--- src/cam_pkg.sv ---
`default_nettype none

package cam_pkg;

  ////////////////////
  // blob coordinates

  localparam int coord_w = 10;
  localparam logic [coord_w-1:0] no_blob = coord_w'(1023);  // camera sees nothing

  localparam int cam_x_span = 1024;  // sensor x range
  localparam int cam_y_span = 768;   // sensor y range

  ////////////////////
  // i2c bus and camera registers

  localparam logic [6:0] cam_addr = 7'h58;
  localparam int         i2c_div  = 25;  // clk per quarter scl bit

  // register/value pairs written once after reset
  localparam int init_len = 6;
  localparam logic [0:init_len-1][15:0] init_table = '{
    16'h3001,
    16'h3008,
    16'h0690,
    16'h08c0,
    16'h1a40,
    16'h3333
  };

  localparam logic [7:0] data_reg = 8'h36;  // blob data register
  localparam int         read_len = 3;      // x lo, y lo, packed high bits

endpackage

`default_nettype wire

--- src/vid_pkg.sv ---
`default_nettype none

package vid_pkg;

  ////////////////////
  // 640x480 horizontal timing, in pixels

  localparam int h_active     = 640;
  localparam int h_sync_start = 656;
  localparam int h_sync_end   = 752;
  localparam int h_total      = 800;

  ////////////////////
  // vertical timing, in lines

  localparam int v_active     = 480;
  localparam int v_sync_start = 490;
  localparam int v_sync_end   = 492;
  localparam int v_total      = 525;

  localparam int h_cnt_w = $clog2(h_total);
  localparam int v_cnt_w = $clog2(v_total);
  localparam int cmp_w   = 12;  // room for counter plus dot_half

  // pixel colour and overlay
  localparam int color_w  = 3;
  localparam int dot_half = 4;  // square is 2*dot_half+1 wide

endpackage

`default_nettype wire

--- src/clk_divn.sv ---
`timescale 1ns/1ps
`default_nettype none

module clk_divn #(
  parameter int width = 16,
  parameter int n     = 500
) (
  input  logic clk,
  input  logic rst_n,
  output logic tick
);

  logic [width-1:0] cnt;

  // high in the last cycle of every n
  assign tick = (cnt == width'(n - 1));

  always_ff @(posedge clk or negedge rst_n) begin
    if (!rst_n) begin
      cnt <= '0;
    end else if (tick) begin
      cnt <= '0;  // wrap
    end else begin
      cnt <= cnt + 1'b1;
    end
  end

endmodule

`default_nettype wire

--- src/camera.sv ---
`timescale 1ns/1ps
`default_nettype none

module camera (
  input  logic                        clk,
  input  logic                        rst_n,
  input  logic                        i2c_tick,
  input  logic                        start,
  input  logic                        i2c_sda_in,
  output logic                        i2c_scl,
  output logic                        i2c_sda_out,
  output logic                        i2c_sda_dir,
  output logic [cam_pkg::coord_w-1:0] x,
  output logic [cam_pkg::coord_w-1:0] y,
  output logic                        xy_valid
);
  import cam_pkg::*;

  typedef enum logic [1:0] {st_idle, st_start, st_bit, st_stop} bus_state_t;
  typedef enum logic [1:0] {seq_init, seq_wreg, seq_read} seq_state_t;

  bus_state_t                      bus_state;
  seq_state_t                      seq_state;
  logic [1:0]                      quarter;     // quarter of the scl bit
  logic [3:0]                      bit_idx;     // 0..7 data, 8 ack
  logic [2:0]                      byte_idx;
  logic [2:0]                      last_byte;
  logic [2:0]                      sel_idx;
  logic [$clog2(init_len+1)-1:0]   init_idx;
  logic [15:0]                     init_entry;
  logic [7:0]                      next_byte;
  logic [7:0]                      shift;
  logic [23:0]                     rx_data;     // three read bytes, first on top
  logic                            nack;
  logic                            failed;
  logic                            load_xy;
  logic                            is_read;
  logic                            tx_byte;
  logic                            bit_sample;
  logic                            byte_load;

  assign is_read   = (seq_state == seq_read);
  assign tx_byte   = !is_read || (byte_idx == 3'd0);  // master drives this byte
  assign last_byte = is_read ? 3'(read_len) : ((seq_state == seq_init) ? 3'd2 : 3'd1);

  ////////////////////
  // byte to send next

  always_comb begin
    init_entry = init_table[0];
    if (init_idx < init_len) begin
      init_entry = init_table[init_idx];
    end
  end

  assign sel_idx = (bus_state == st_bit) ? byte_idx + 3'd1 : 3'd0;

  always_comb begin
    case (sel_idx)
      3'd0:    next_byte = {cam_addr, is_read};  // address header
      3'd1:    next_byte = (seq_state == seq_init) ? init_entry[15:8] : data_reg;
      default: next_byte = init_entry[7:0];
    endcase
  end

  ////////////////////
  // data shifter

  assign bit_sample = i2c_tick && (bus_state == st_bit) && (quarter == 2'd2);
  assign byte_load  = i2c_tick && (quarter == 2'd3) &&
                      ((bus_state == st_start) || ((bus_state == st_bit) && (bit_idx == 4'd8)));

  always_ff @(posedge clk) begin
    if (byte_load) begin
      shift <= next_byte;
    end else if (bit_sample && (bit_idx < 4'd8)) begin
      shift <= {shift[6:0], tx_byte ? 1'b0 : i2c_sda_in};  // msb first
    end
    if (bit_sample && (bit_idx == 4'd8) && !tx_byte) begin
      rx_data <= {rx_data[15:0], shift};
    end
  end

  ////////////////////
  // bus phases and sequence

  always_ff @(posedge clk or negedge rst_n) begin
    if (!rst_n) begin
      bus_state   <= st_idle;
      seq_state   <= seq_init;
      quarter     <= 2'd0;
      bit_idx     <= 4'd0;
      byte_idx    <= 3'd0;
      init_idx    <= '0;
      nack        <= 1'b0;
      failed      <= 1'b0;
      load_xy     <= 1'b0;
      i2c_scl     <= 1'b1;
      i2c_sda_out <= 1'b1;
      i2c_sda_dir <= 1'b0;
      x           <= no_blob;
      y           <= no_blob;
      xy_valid    <= 1'b0;
    end else begin
      xy_valid <= load_xy;
      load_xy  <= 1'b0;
      if (load_xy) begin
        x <= {rx_data[5:4], rx_data[23:16]};
        y <= {rx_data[7:6], rx_data[15:8]};
      end

      if (i2c_tick) begin
        case (bus_state)
          st_idle: begin
            i2c_scl     <= 1'b1;
            i2c_sda_dir <= 1'b0;
            if (start) begin
              bus_state <= st_start;
              quarter   <= 2'd0;
              byte_idx  <= 3'd0;
              failed    <= 1'b0;
            end
          end

          st_start: begin
            quarter <= quarter + 2'd1;
            case (quarter)
              2'd0: begin
                i2c_sda_dir <= 1'b1;
                i2c_sda_out <= 1'b1;
              end
              2'd1: i2c_sda_out <= 1'b0;  // sda falls while scl high
              2'd2: i2c_scl <= 1'b0;
              default: begin
                bus_state <= st_bit;
                bit_idx   <= 4'd0;
              end
            endcase
          end

          st_bit: begin
            quarter <= quarter + 2'd1;
            case (quarter)
              2'd0: begin
                if (bit_idx < 4'd8) begin
                  i2c_sda_dir <= tx_byte;
                  i2c_sda_out <= shift[7];
                end else begin
                  i2c_sda_dir <= !tx_byte;                   // we ack read bytes
                  i2c_sda_out <= (byte_idx == last_byte);    // nack the last one
                end
              end
              2'd1: i2c_scl <= 1'b1;
              2'd2: begin
                if ((bit_idx == 4'd8) && tx_byte) begin
                  nack <= i2c_sda_in;
                end
              end
              default: begin
                i2c_scl <= 1'b0;
                if (bit_idx != 4'd8) begin
                  bit_idx <= bit_idx + 4'd1;
                end else if ((tx_byte && nack) || (byte_idx == last_byte)) begin
                  bus_state <= st_stop;
                  failed    <= tx_byte && nack;  // abort, step is retried
                end else begin
                  byte_idx <= byte_idx + 3'd1;
                  bit_idx  <= 4'd0;
                end
              end
            endcase
          end

          default: begin
            quarter <= quarter + 2'd1;
            case (quarter)
              2'd0: begin
                i2c_sda_dir <= 1'b1;
                i2c_sda_out <= 1'b0;
              end
              2'd1: i2c_scl <= 1'b1;
              2'd2: begin
                i2c_sda_dir <= 1'b0;  // sda rises, stop condition
                if (!failed && is_read) begin
                  load_xy <= 1'b1;
                end
              end
              default: begin
                bus_state <= st_idle;
                if (!failed) begin
                  case (seq_state)
                    seq_init: begin
                      init_idx <= init_idx + 1'b1;
                      if (init_idx == init_len - 1) begin
                        seq_state <= seq_wreg;
                      end
                    end
                    seq_wreg: seq_state <= seq_read;
                    default:  seq_state <= seq_wreg;  // loop forever
                  endcase
                end
              end
            endcase
          end
        endcase
      end
    end
  end

endmodule

`default_nettype wire

--- src/xy_leds.sv ---
`timescale 1ns/1ps
`default_nettype none

module xy_leds (
  input  logic                        clk,
  input  logic                        rst_n,
  input  logic [cam_pkg::coord_w-1:0] x,
  input  logic [cam_pkg::coord_w-1:0] y,
  output logic [3:0]                  led
);
  import cam_pkg::*;

  logic       right;
  logic       bottom;
  logic       no_dot;
  logic [1:0] quadrant;

  assign right    = (x >= coord_w'(cam_x_span / 2));
  assign bottom   = (y >= coord_w'(cam_y_span / 2));
  assign no_dot   = (x == no_blob) || (y == no_blob);
  assign quadrant = {bottom, right};  // 0 tl, 1 tr, 2 bl, 3 br

  always_ff @(posedge clk or negedge rst_n) begin
    if (!rst_n) begin
      led <= 4'b0000;
    end else if (no_dot) begin
      led <= 4'b0000;  // nothing tracked
    end else begin
      led <= 4'b0001 << quadrant;
    end
  end

endmodule

`default_nettype wire

--- src/vga.sv ---
`timescale 1ns/1ps
`default_nettype none

module vga (
  input  logic                        clk,
  input  logic                        rst_n,
  input  logic [cam_pkg::coord_w-1:0] x,
  input  logic [cam_pkg::coord_w-1:0] y,
  output logic                        hsync,
  output logic                        vsync,
  output logic                        blank,
  output logic [vid_pkg::color_w-1:0] red,
  output logic [vid_pkg::color_w-1:0] green,
  output logic [vid_pkg::color_w-1:0] blue
);
  import cam_pkg::*;
  import vid_pkg::*;

  logic [h_cnt_w-1:0] h_cnt;
  logic [v_cnt_w-1:0] v_cnt;
  logic [coord_w+2:0] x_scaled;
  logic [coord_w+2:0] y_scaled;
  logic [coord_w-1:0] sx;
  logic [coord_w-1:0] sy;
  logic               dot_en;
  logic               frame_start;
  logic               active;
  logic               in_x;
  logic               in_y;
  logic [cmp_w-1:0]   h_ext;
  logic [cmp_w-1:0]   v_ext;
  logic [cmp_w-1:0]   sx_ext;
  logic [cmp_w-1:0]   sy_ext;

  ////////////////////
  // raster counters

  always_ff @(posedge clk or negedge rst_n) begin
    if (!rst_n) begin
      h_cnt <= '0;
      v_cnt <= '0;
    end else if (h_cnt == h_cnt_w'(h_total - 1)) begin
      h_cnt <= '0;
      if (v_cnt == v_cnt_w'(v_total - 1)) begin
        v_cnt <= '0;
      end else begin
        v_cnt <= v_cnt + 1'b1;
      end
    end else begin
      h_cnt <= h_cnt + 1'b1;
    end
  end

  ////////////////////
  // dot position, latched per frame

  assign frame_start = (h_cnt == '0) && (v_cnt == '0);
  assign x_scaled    = ({3'b000, x} << 2) + {3'b000, x};  // x*5
  assign y_scaled    = ({3'b000, y} << 2) + {3'b000, y};

  always_ff @(posedge clk) begin
    if (frame_start) begin
      sx <= x_scaled[coord_w+2:3];  // /8 gives 5/8 scale
      sy <= y_scaled[coord_w+2:3];
    end
  end

  always_ff @(posedge clk or negedge rst_n) begin
    if (!rst_n) begin
      dot_en <= 1'b0;
    end else if (frame_start) begin
      dot_en <= (x != no_blob) && (y != no_blob);
    end
  end

  // within dot_half of the centre on both axes
  assign h_ext  = cmp_w'(h_cnt);
  assign v_ext  = cmp_w'(v_cnt);
  assign sx_ext = cmp_w'(sx);
  assign sy_ext = cmp_w'(sy);
  assign in_x   = (h_ext + cmp_w'(dot_half) >= sx_ext) && (h_ext <= sx_ext + cmp_w'(dot_half));
  assign in_y   = (v_ext + cmp_w'(dot_half) >= sy_ext) && (v_ext <= sy_ext + cmp_w'(dot_half));
  assign active = (h_cnt < h_cnt_w'(h_active)) && (v_cnt < v_cnt_w'(v_active));

  ////////////////////
  // registered outputs

  always_ff @(posedge clk or negedge rst_n) begin
    if (!rst_n) begin
      hsync <= 1'b1;
      vsync <= 1'b1;
      blank <= 1'b1;
      red   <= '0;
      green <= '0;
      blue  <= '0;
    end else begin
      hsync <= !((h_cnt >= h_cnt_w'(h_sync_start)) && (h_cnt < h_cnt_w'(h_sync_end)));
      vsync <= !((v_cnt >= v_cnt_w'(v_sync_start)) && (v_cnt < v_cnt_w'(v_sync_end)));
      blank <= !active;
      if (active && dot_en && in_x && in_y) begin
        red   <= '1;  // white square
        green <= '1;
        blue  <= '1;
      end else begin
        red   <= '0;
        green <= '0;
        blue  <= '0;
      end
    end
  end

endmodule

`default_nettype wire

--- src/ir_tracker_top.sv ---
`timescale 1ns/1ps
`default_nettype none

module ir_tracker_top (
  input  logic                        clk,
  input  logic                        rst_n,
  input  logic                        start,
  input  logic                        i2c_sda_in,
  output logic                        i2c_scl,
  output logic                        i2c_sda_out,
  output logic                        i2c_sda_dir,
  output logic                        pixart_reset,
  output logic [3:0]                  led,
  output logic                        hsync,
  output logic                        vsync,
  output logic                        blank,
  output logic [vid_pkg::color_w-1:0] red,
  output logic [vid_pkg::color_w-1:0] green,
  output logic [vid_pkg::color_w-1:0] blue
);
  import cam_pkg::*;

  logic               i2c_tick;
  logic [coord_w-1:0] x;
  logic [coord_w-1:0] y;

  assign pixart_reset = 1'b1;  // camera kept out of reset

  // quarter-bit enable for the i2c master
  clk_divn #(
    .width ($clog2(i2c_div)),
    .n     (i2c_div)
  ) u_i2c_div (
    .clk   (clk),
    .rst_n (rst_n),
    .tick  (i2c_tick)
  );

  camera u_cam (
    .clk         (clk),
    .rst_n       (rst_n),
    .i2c_tick    (i2c_tick),
    .start       (start),
    .i2c_sda_in  (i2c_sda_in),
    .i2c_scl     (i2c_scl),
    .i2c_sda_out (i2c_sda_out),
    .i2c_sda_dir (i2c_sda_dir),
    .x           (x),
    .y           (y),
    .xy_valid    ()  // leds and vga follow x/y directly
  );

  xy_leds u_leds (
    .clk   (clk),
    .rst_n (rst_n),
    .x     (x),
    .y     (y),
    .led   (led)
  );

  // pixel clock is clk itself
  vga u_vga (
    .clk   (clk),
    .rst_n (rst_n),
    .x     (x),
    .y     (y),
    .hsync (hsync),
    .vsync (vsync),
    .blank (blank),
    .red   (red),
    .green (green),
    .blue  (blue)
  );

endmodule

`default_nettype wire

--- config.mk ---
export PLATFORM = sky130hd
export DESIGN_NAME = ir_tracker_top
export DESIGN_NICKNAME = d
export VERILOG_FILES = /design/src/cam_pkg.sv /design/src/vid_pkg.sv /design/src/clk_divn.sv /design/src/camera.sv /design/src/xy_leds.sv /design/src/vga.sv /design/src/ir_tracker_top.sv
export SDC_FILE = /design/constraint.sdc
export NUM_CORES = 1
export LEC_CHECK = 0
export BUFFER_PORTS_ARGS = -buffer_cell sky130_fd_sc_hd__buf_2
export CORE_MARGIN = 5
export CORE_UTILIZATION = 60
export CTS_BUF_LIST = sky130_fd_sc_hd__clkbuf_8
export DETAILED_ROUTE_END_ITERATION = 8
export PLACE_DENSITY = 0.76
export SLEW_MARGIN = 20
export SYNTH_ARGS = -nofsm -noshare
export SYNTH_HDL_FRONTEND = slang
export SYNTH_SLANG_ARGS = --single-unit
--- constraint.sdc ---
create_clock -name clk -period 5.1 [get_ports clk]
set_clock_uncertainty 0.15 [all_clocks]
set_input_delay 0 -clock clk [delete_from_list [all_inputs] [get_ports clk]]
set_output_delay 0 -clock clk [all_outputs]
set_load 0.005 [all_outputs]
# Yosys cells after proc, flatten, opt, wreduce, memory -nomap -nowiden
# Memory sizes are Yosys's and may differ from the RTL's.
# Index checks and enable logic that the tools add are counted.
# W data, S select, Z words.
# totals
out_inout_bits	20
memories	1
regBits	130
romBits	128
# op_classes
n_reduce_logical	59
n_lt_le_gt_ge	15
bitwise_logic	5
n_mux	60
eq_ne	32
addsub	13
shift	1
# mem_list
memory	depth	width	rd	rd_clocked_by_memory_dff	wr	line	rtl
(name not given)	8	16	1	0	0	camera.sv:52	init_entry = init_table[init_idx];
# op_table
operator	count
$mux W16	3
$add A10 B3 Y11 const B	4
$eq A10 B10 Y1 const B	4
$add A12 B10 Y13	2
$ge A12 B10 Y1	2
$le A10 B12 Y1	2
$mux W8	3
$logic_and A1 B1 Y1	21
$mux W3	7
$add A10 B1 Y10 const B	2
$ge A10 B10 Y1 const B	2
$ge A10 B9 Y1 const B	2
$logic_not A10 Y1	2
$lt A10 B10 Y1 const B	2
$lt A10 B9 Y1 const B	2
$mux W10	2
$mux W2	10
$mux W4	5
$ne A10 B10 Y1 const B	2
$ne A2 B2 Y1 const B	10
$reduce_and A5 Y1	4
$mux W1	17
$pmux W8 S2	1
$reduce_and A4 Y1	3
39 further kinds	71

# Logic depth before layout (Yosys ltp)
# depth
depth_word	9
depth_mapped	10
mapped_depth_nobuf	10

# Modules after synthesis
# A second synthesis with hierarchy kept.
# unflattened
cells_unflattened	755
area_unflattened_um2	7926.4
# by_module_without_submodules
module	seq_area_each_um2	n_inst	area_each_um2	cells_per_inst
vga	1229.9	1	3910.0	428
camera	2064.5	1	3534.6	281
clk_divn	125.1	1	266.5	24
xy_leds	100.1	1	203.9	20
ir_tracker_top	0.0	1	11.3	2

# Least setup slack after synthesis
# Ideal clock, no wire load.
# synth_timing
path_type	reg-to-reg
from	register u_vga.v_cnt[5]
to	register u_vga.sx[0], enable pin
path_buffers	1
stages_incl_launch_ff	5
setup_ps	454
t_arrival_ps	3134
slack_ps	1362
path_cell_list	dfrtp_1 clkbuf_1 nor4_1 nand3b_1 nor4_1
# synth_via
elab_chain_cells	2
# synth_lines
element	line	rtl
start: declaration	vga.sv:20	logic [v_cnt_w-1:0] v_cnt;
start signal: assignment	vga.sv:47	v_cnt <= v_cnt + 1'b1;
$logic_not A10 Y1	vga.sv:57	assign frame_start = (h_cnt == '0) && (v_cnt == '0);
$logic_and A1 B1 Y1	vga.sv:57	
via u_vga.frame_start	vga.sv:26	logic frame_start;
end signal: assignment	vga.sv:63	sx <= x_scaled[coord_w+2:3];
end: declaration	vga.sv:23	logic [coord_w-1:0] sx;
# The timed path passes the listed nets, and every way through them passes these cells.
# A chain may end at the register's enable or synchronous reset.

# Worst setup path after layout
# layout_timing
from	register u_cam.bus_state[0]
to	register u_cam.rx_data[17], enable pin
# layout_via
elab_chain_cells	5
# layout_lines
element	line	rtl
start: declaration	camera.sv:22	bus_state_t bus_state;
start signal: assignment	camera.sv:89	bus_state <= st_idle;
start signal: assignment	camera.sv:118	bus_state <= st_start;
start signal: assignment	camera.sv:135	bus_state <= st_bit;
$eq A2 B2 Y1	camera.sv:69	assign bit_sample = i2c_tick && (bus_state == st_bit) && (quarter == 2'd2);
$logic_and A1 B1 Y1 (2 in a row)	camera.sv:69	
$logic_and A1 B1 Y1 (2 in a row)	camera.sv:79	if (bit_sample && (bit_idx == 4'd8) && !tx_byte) begin
end signal: assignment	camera.sv:80	rx_data <= {rx_data[15:0], shift};
end: declaration	camera.sv:33	logic [23:0] rx_data;
# No other way between the ends.

==> out/qor.yml <==
run:
  maxCapViolCount: 0
sta:
  setup-tns-final_ns: 0
  final_max_slew_viol_count: 0
  worst_pin_slew_ns: 1.019
  hold_viol_final: 0
  clock.fmax_ghz: 0.3185
  period_minus_slack_ns: 3.140
  slew-limit-headroom_pct: 32.08
  rsz0062_at_grt: "false"
  setup_viol: 0
  fin_crit_sh_pct: 61.57
clock_tree:
  clock_sinks: 128
  cts_tree: "yes"
  cts_htree_levels: 4
  cts_max_path_buffers: 2
  clk_pin_slew_ns: 0.08
  numCtsBuffers: 17
  cts_setup_buffers: 0
  root_buffer: "clkbuf_8"
  clock_latency_ns: 0.45
drt:
  routed.top_layer: "met4"
  wire_per_inst_um: 16.11
  dr.pass1.iters: 5
  dr_wl_met2_mm: 8.053
  met1_length_mm: 6.360
  wl_met3_um: 650
  initialDrtViolationCount: 292
  vias: 5542
  viasPerCell: 5.803
  drc: 0
  ant_nets: 0
  routed_wl_mm: 15.38
synth:
  async_flop_share_pct: 59.38
  synth-edff-count: 52
  ys_types: 62
  yosysMostFrequentCell: "ha_1"
  yosysSeqAreaShare_pct: 44.99
  synth_area_per_cell_sq_um: 10.32
  syn-num-nets: 840
  synthCells: 753
  synth_top_area_share_pct: 20.10
  synth_area_sq_um: 7767
  yosys.area.top_type: "edfxtp_1"
  yosysWarnings: 0
  ys.flop_type: "edfxtp_1"
  netlist_top_cells_count: "81 x ha_1, 62 x inv_1, 54 x nand2_1"
  yosys-top-cells-area: "edfxtp_1 20%, dfrtp_1 16%, ha_1 13%"
  synth-seq-cells: 128
global_routing:
  antenna_found_initial: 0
  grtUsageTotal_pct: 21.58
  grt_start_max_net_pins: 77
  grt_pass1_vias: 5554
  gr-total-overflow: 0
  grt_pass1_wl_mm: 25.80
critical_path:
  crit_type: "flip-flop to flip-flop"
  worst-endpoint-arrival_ns: 3.05
  cp-start-kind: "flip-flop"
  cp-end-kind: "flip-flop"
  cpMaxStageDelayCell: "and4_1"
  crit_required_ns: 5.01
  worstPathCellList: "inv_1 -> ha_1 -> inv_1 -> nor2_1 -> and4_1"
  critical_path.max_stage_delay_ns: 0.91
  cp_max_fo: 24
  crit_family: "simple AND/OR/NAND/NOR gates"
  crit_path_frequent_cell: "inv_1"
  cp.buffers_inverters: 2
finish:
  area_growth_pct: 8.537
  seqCellArea_sq_um: 3495
  nFillCells: 975
  insertedDiodeCount: 0
  drive_above_1_share_pct: 13.79
  final_core_util_pct: 66.54
  nets: 857
  multi_input_area_sq_um: 3886
floorplan:
  initial_core_util_pct: 61.30
  die_y_um: 123.8
  die_x_um: 123.8
  dieArea_sq_um: 15320
  ioPinCount: 24
  std_cell_rows: 41
  core_sq_um: 12670
place:
  place.port_buffers: 22
  dp_hpwl_mm: 11.37
  gp_congestion: 0.9179
power:
  p_leak_nw: 3.671
  peakVddDrop_uv: 176.3
  p_per_area_nw_per_um2: 241.2
  fin_total_pwr_mw: 2.033
hold_path:
  hp-class: "input port to async pin"
status:
  outcome: "finished, final reports clean"
-- metrics by stage --
| stage | instance area [sq um] | setup slack (ns) | instances | hold slack (ns) |
|---|---|---|---|---|
| global placement | 7951 | 2.088 | 919 | 0.06618 |
| CTS | 8418 | 1.924 | 954 | 0.1321 |
| global route | 8431 | 1.681 | 955 | 0.1986 |
| finish | 8431 | 1.960 | 955 | 0.1263 |
| detailed placement | 7951 | 1.940 | 919 | 0.06822 |
| floorplan | 7767 | 1.362 | 753 | -0.4456 |
-- placed cells by master (no fill, tap or decap), drive strengths merged, types with 4 or more instances in the layout --
cell type and count:
a211oi 8, a21o 6, a21oi 26, a22o 4, a31oi 7, and3 8
buf 24, bufinv 4, clkbuf 19, clkinv 6, dfrtp 51, dfstp 25
edfxtp 52, ha 81, inv 63, mux2 19, mux2i 7, nand2 54
nand2b 9, nand3 31, nand3b 6, nand4 7, nand4b 4, nor2 49
nor2b 9, nor3 21, nor4 11, o21ai 53, o31a 4, o31ai 7
or3 5, xnor2 45, xor2 11
-- final timing paths --
path | start | end | slack (ns) | cells after the start
max | u_cam.bus_state[0] | u_cam.rx_data[17] | 1.96 | 5
min | rst_n | u_cam.init_idx[0] | 0.13 | 2
max reg2reg | u_cam.bus_state[0] | u_cam.rx_data[17] | 1.96 | 5
min reg2reg | u_cam.rx_data[2] | u_cam.rx_data[10] | 0.28 | 0
max in group asynchronous | rst_n | u_vga.v_cnt[8] | 4.06 | 2
min in group clk | i2c_sda_in | u_cam.nack | 0.22 | 3
-- metal layers --
layer | global-route usage [%] | vias to the layer above
met5 | 0 | -
met4 | 8.512 | 0
met3 | 4.541 | 31
met2 | 38.46 | 150
met1 | 25.38 | 2640
li1 | - | 2721
-- state kept, by name (all words and copies together) (netlist names), 2 cells and up --
register,cells
u_cam.bit_idx,4
u_i2c_div.cnt,5
u_cam.bus_state,2
u_leds.led,4
u_vga.v_cnt,10
u_vga.sx,10
u_cam.init_idx,3
u_cam.shift,8
u_cam.rx_data,24
u_vga.h_cnt,10
u_cam.x,10
u_cam.quarter,2
u_vga.sy,10
u_cam.y,10
u_cam.byte_idx,3
u_cam.seq_state,2
-- where the power goes --
part | internal (mW) | leakage [nW] | switching, mW
Combinational | 0.00296 | 2.21 | 0.0131
Sequential | 1.07 | 1.25 | 0.000227
Clock | 0.544 | 0.215 | 0.407
-- worst register-to-register path, cell delays in order (launching register included) --
cell and delay (ns):
dfrtp_1 0.42, inv_1 0.10, ha_1 0.60, inv_1 0.33, nor2_1 0.25, and4_1 0.91
-- logic make-up after synthesis --
kind of cell             synth area share, %
AO/OA/AOI/OAI                          11.24
XOR/XNOR                               6.314
adder cells (fa/ha/maj)                13.56
buffers and inverters                  5.122
flip-flops                             44.99
multiplexers                           3.657
other                                0.04828
AND/OR/NAND/NOR                        15.06
-- final cells by class --
cell class                 count  share of cell area (%)
tap                          172                   2.553
inverter                      62                   2.760
sequential                   128                   41.45
clock buffer                  18                   2.939
timing repair buffer          28                   1.959
multi-input combinational    533                   46.10
clock inverter                14                   2.241
-- timing repair --
item                      in CTS  in global routing
hold endpoints to repair      55                  0
resized for setup              0                  0
hold buffers                   3                  0
No activity file was read; power rests on OpenSTA's default activity.
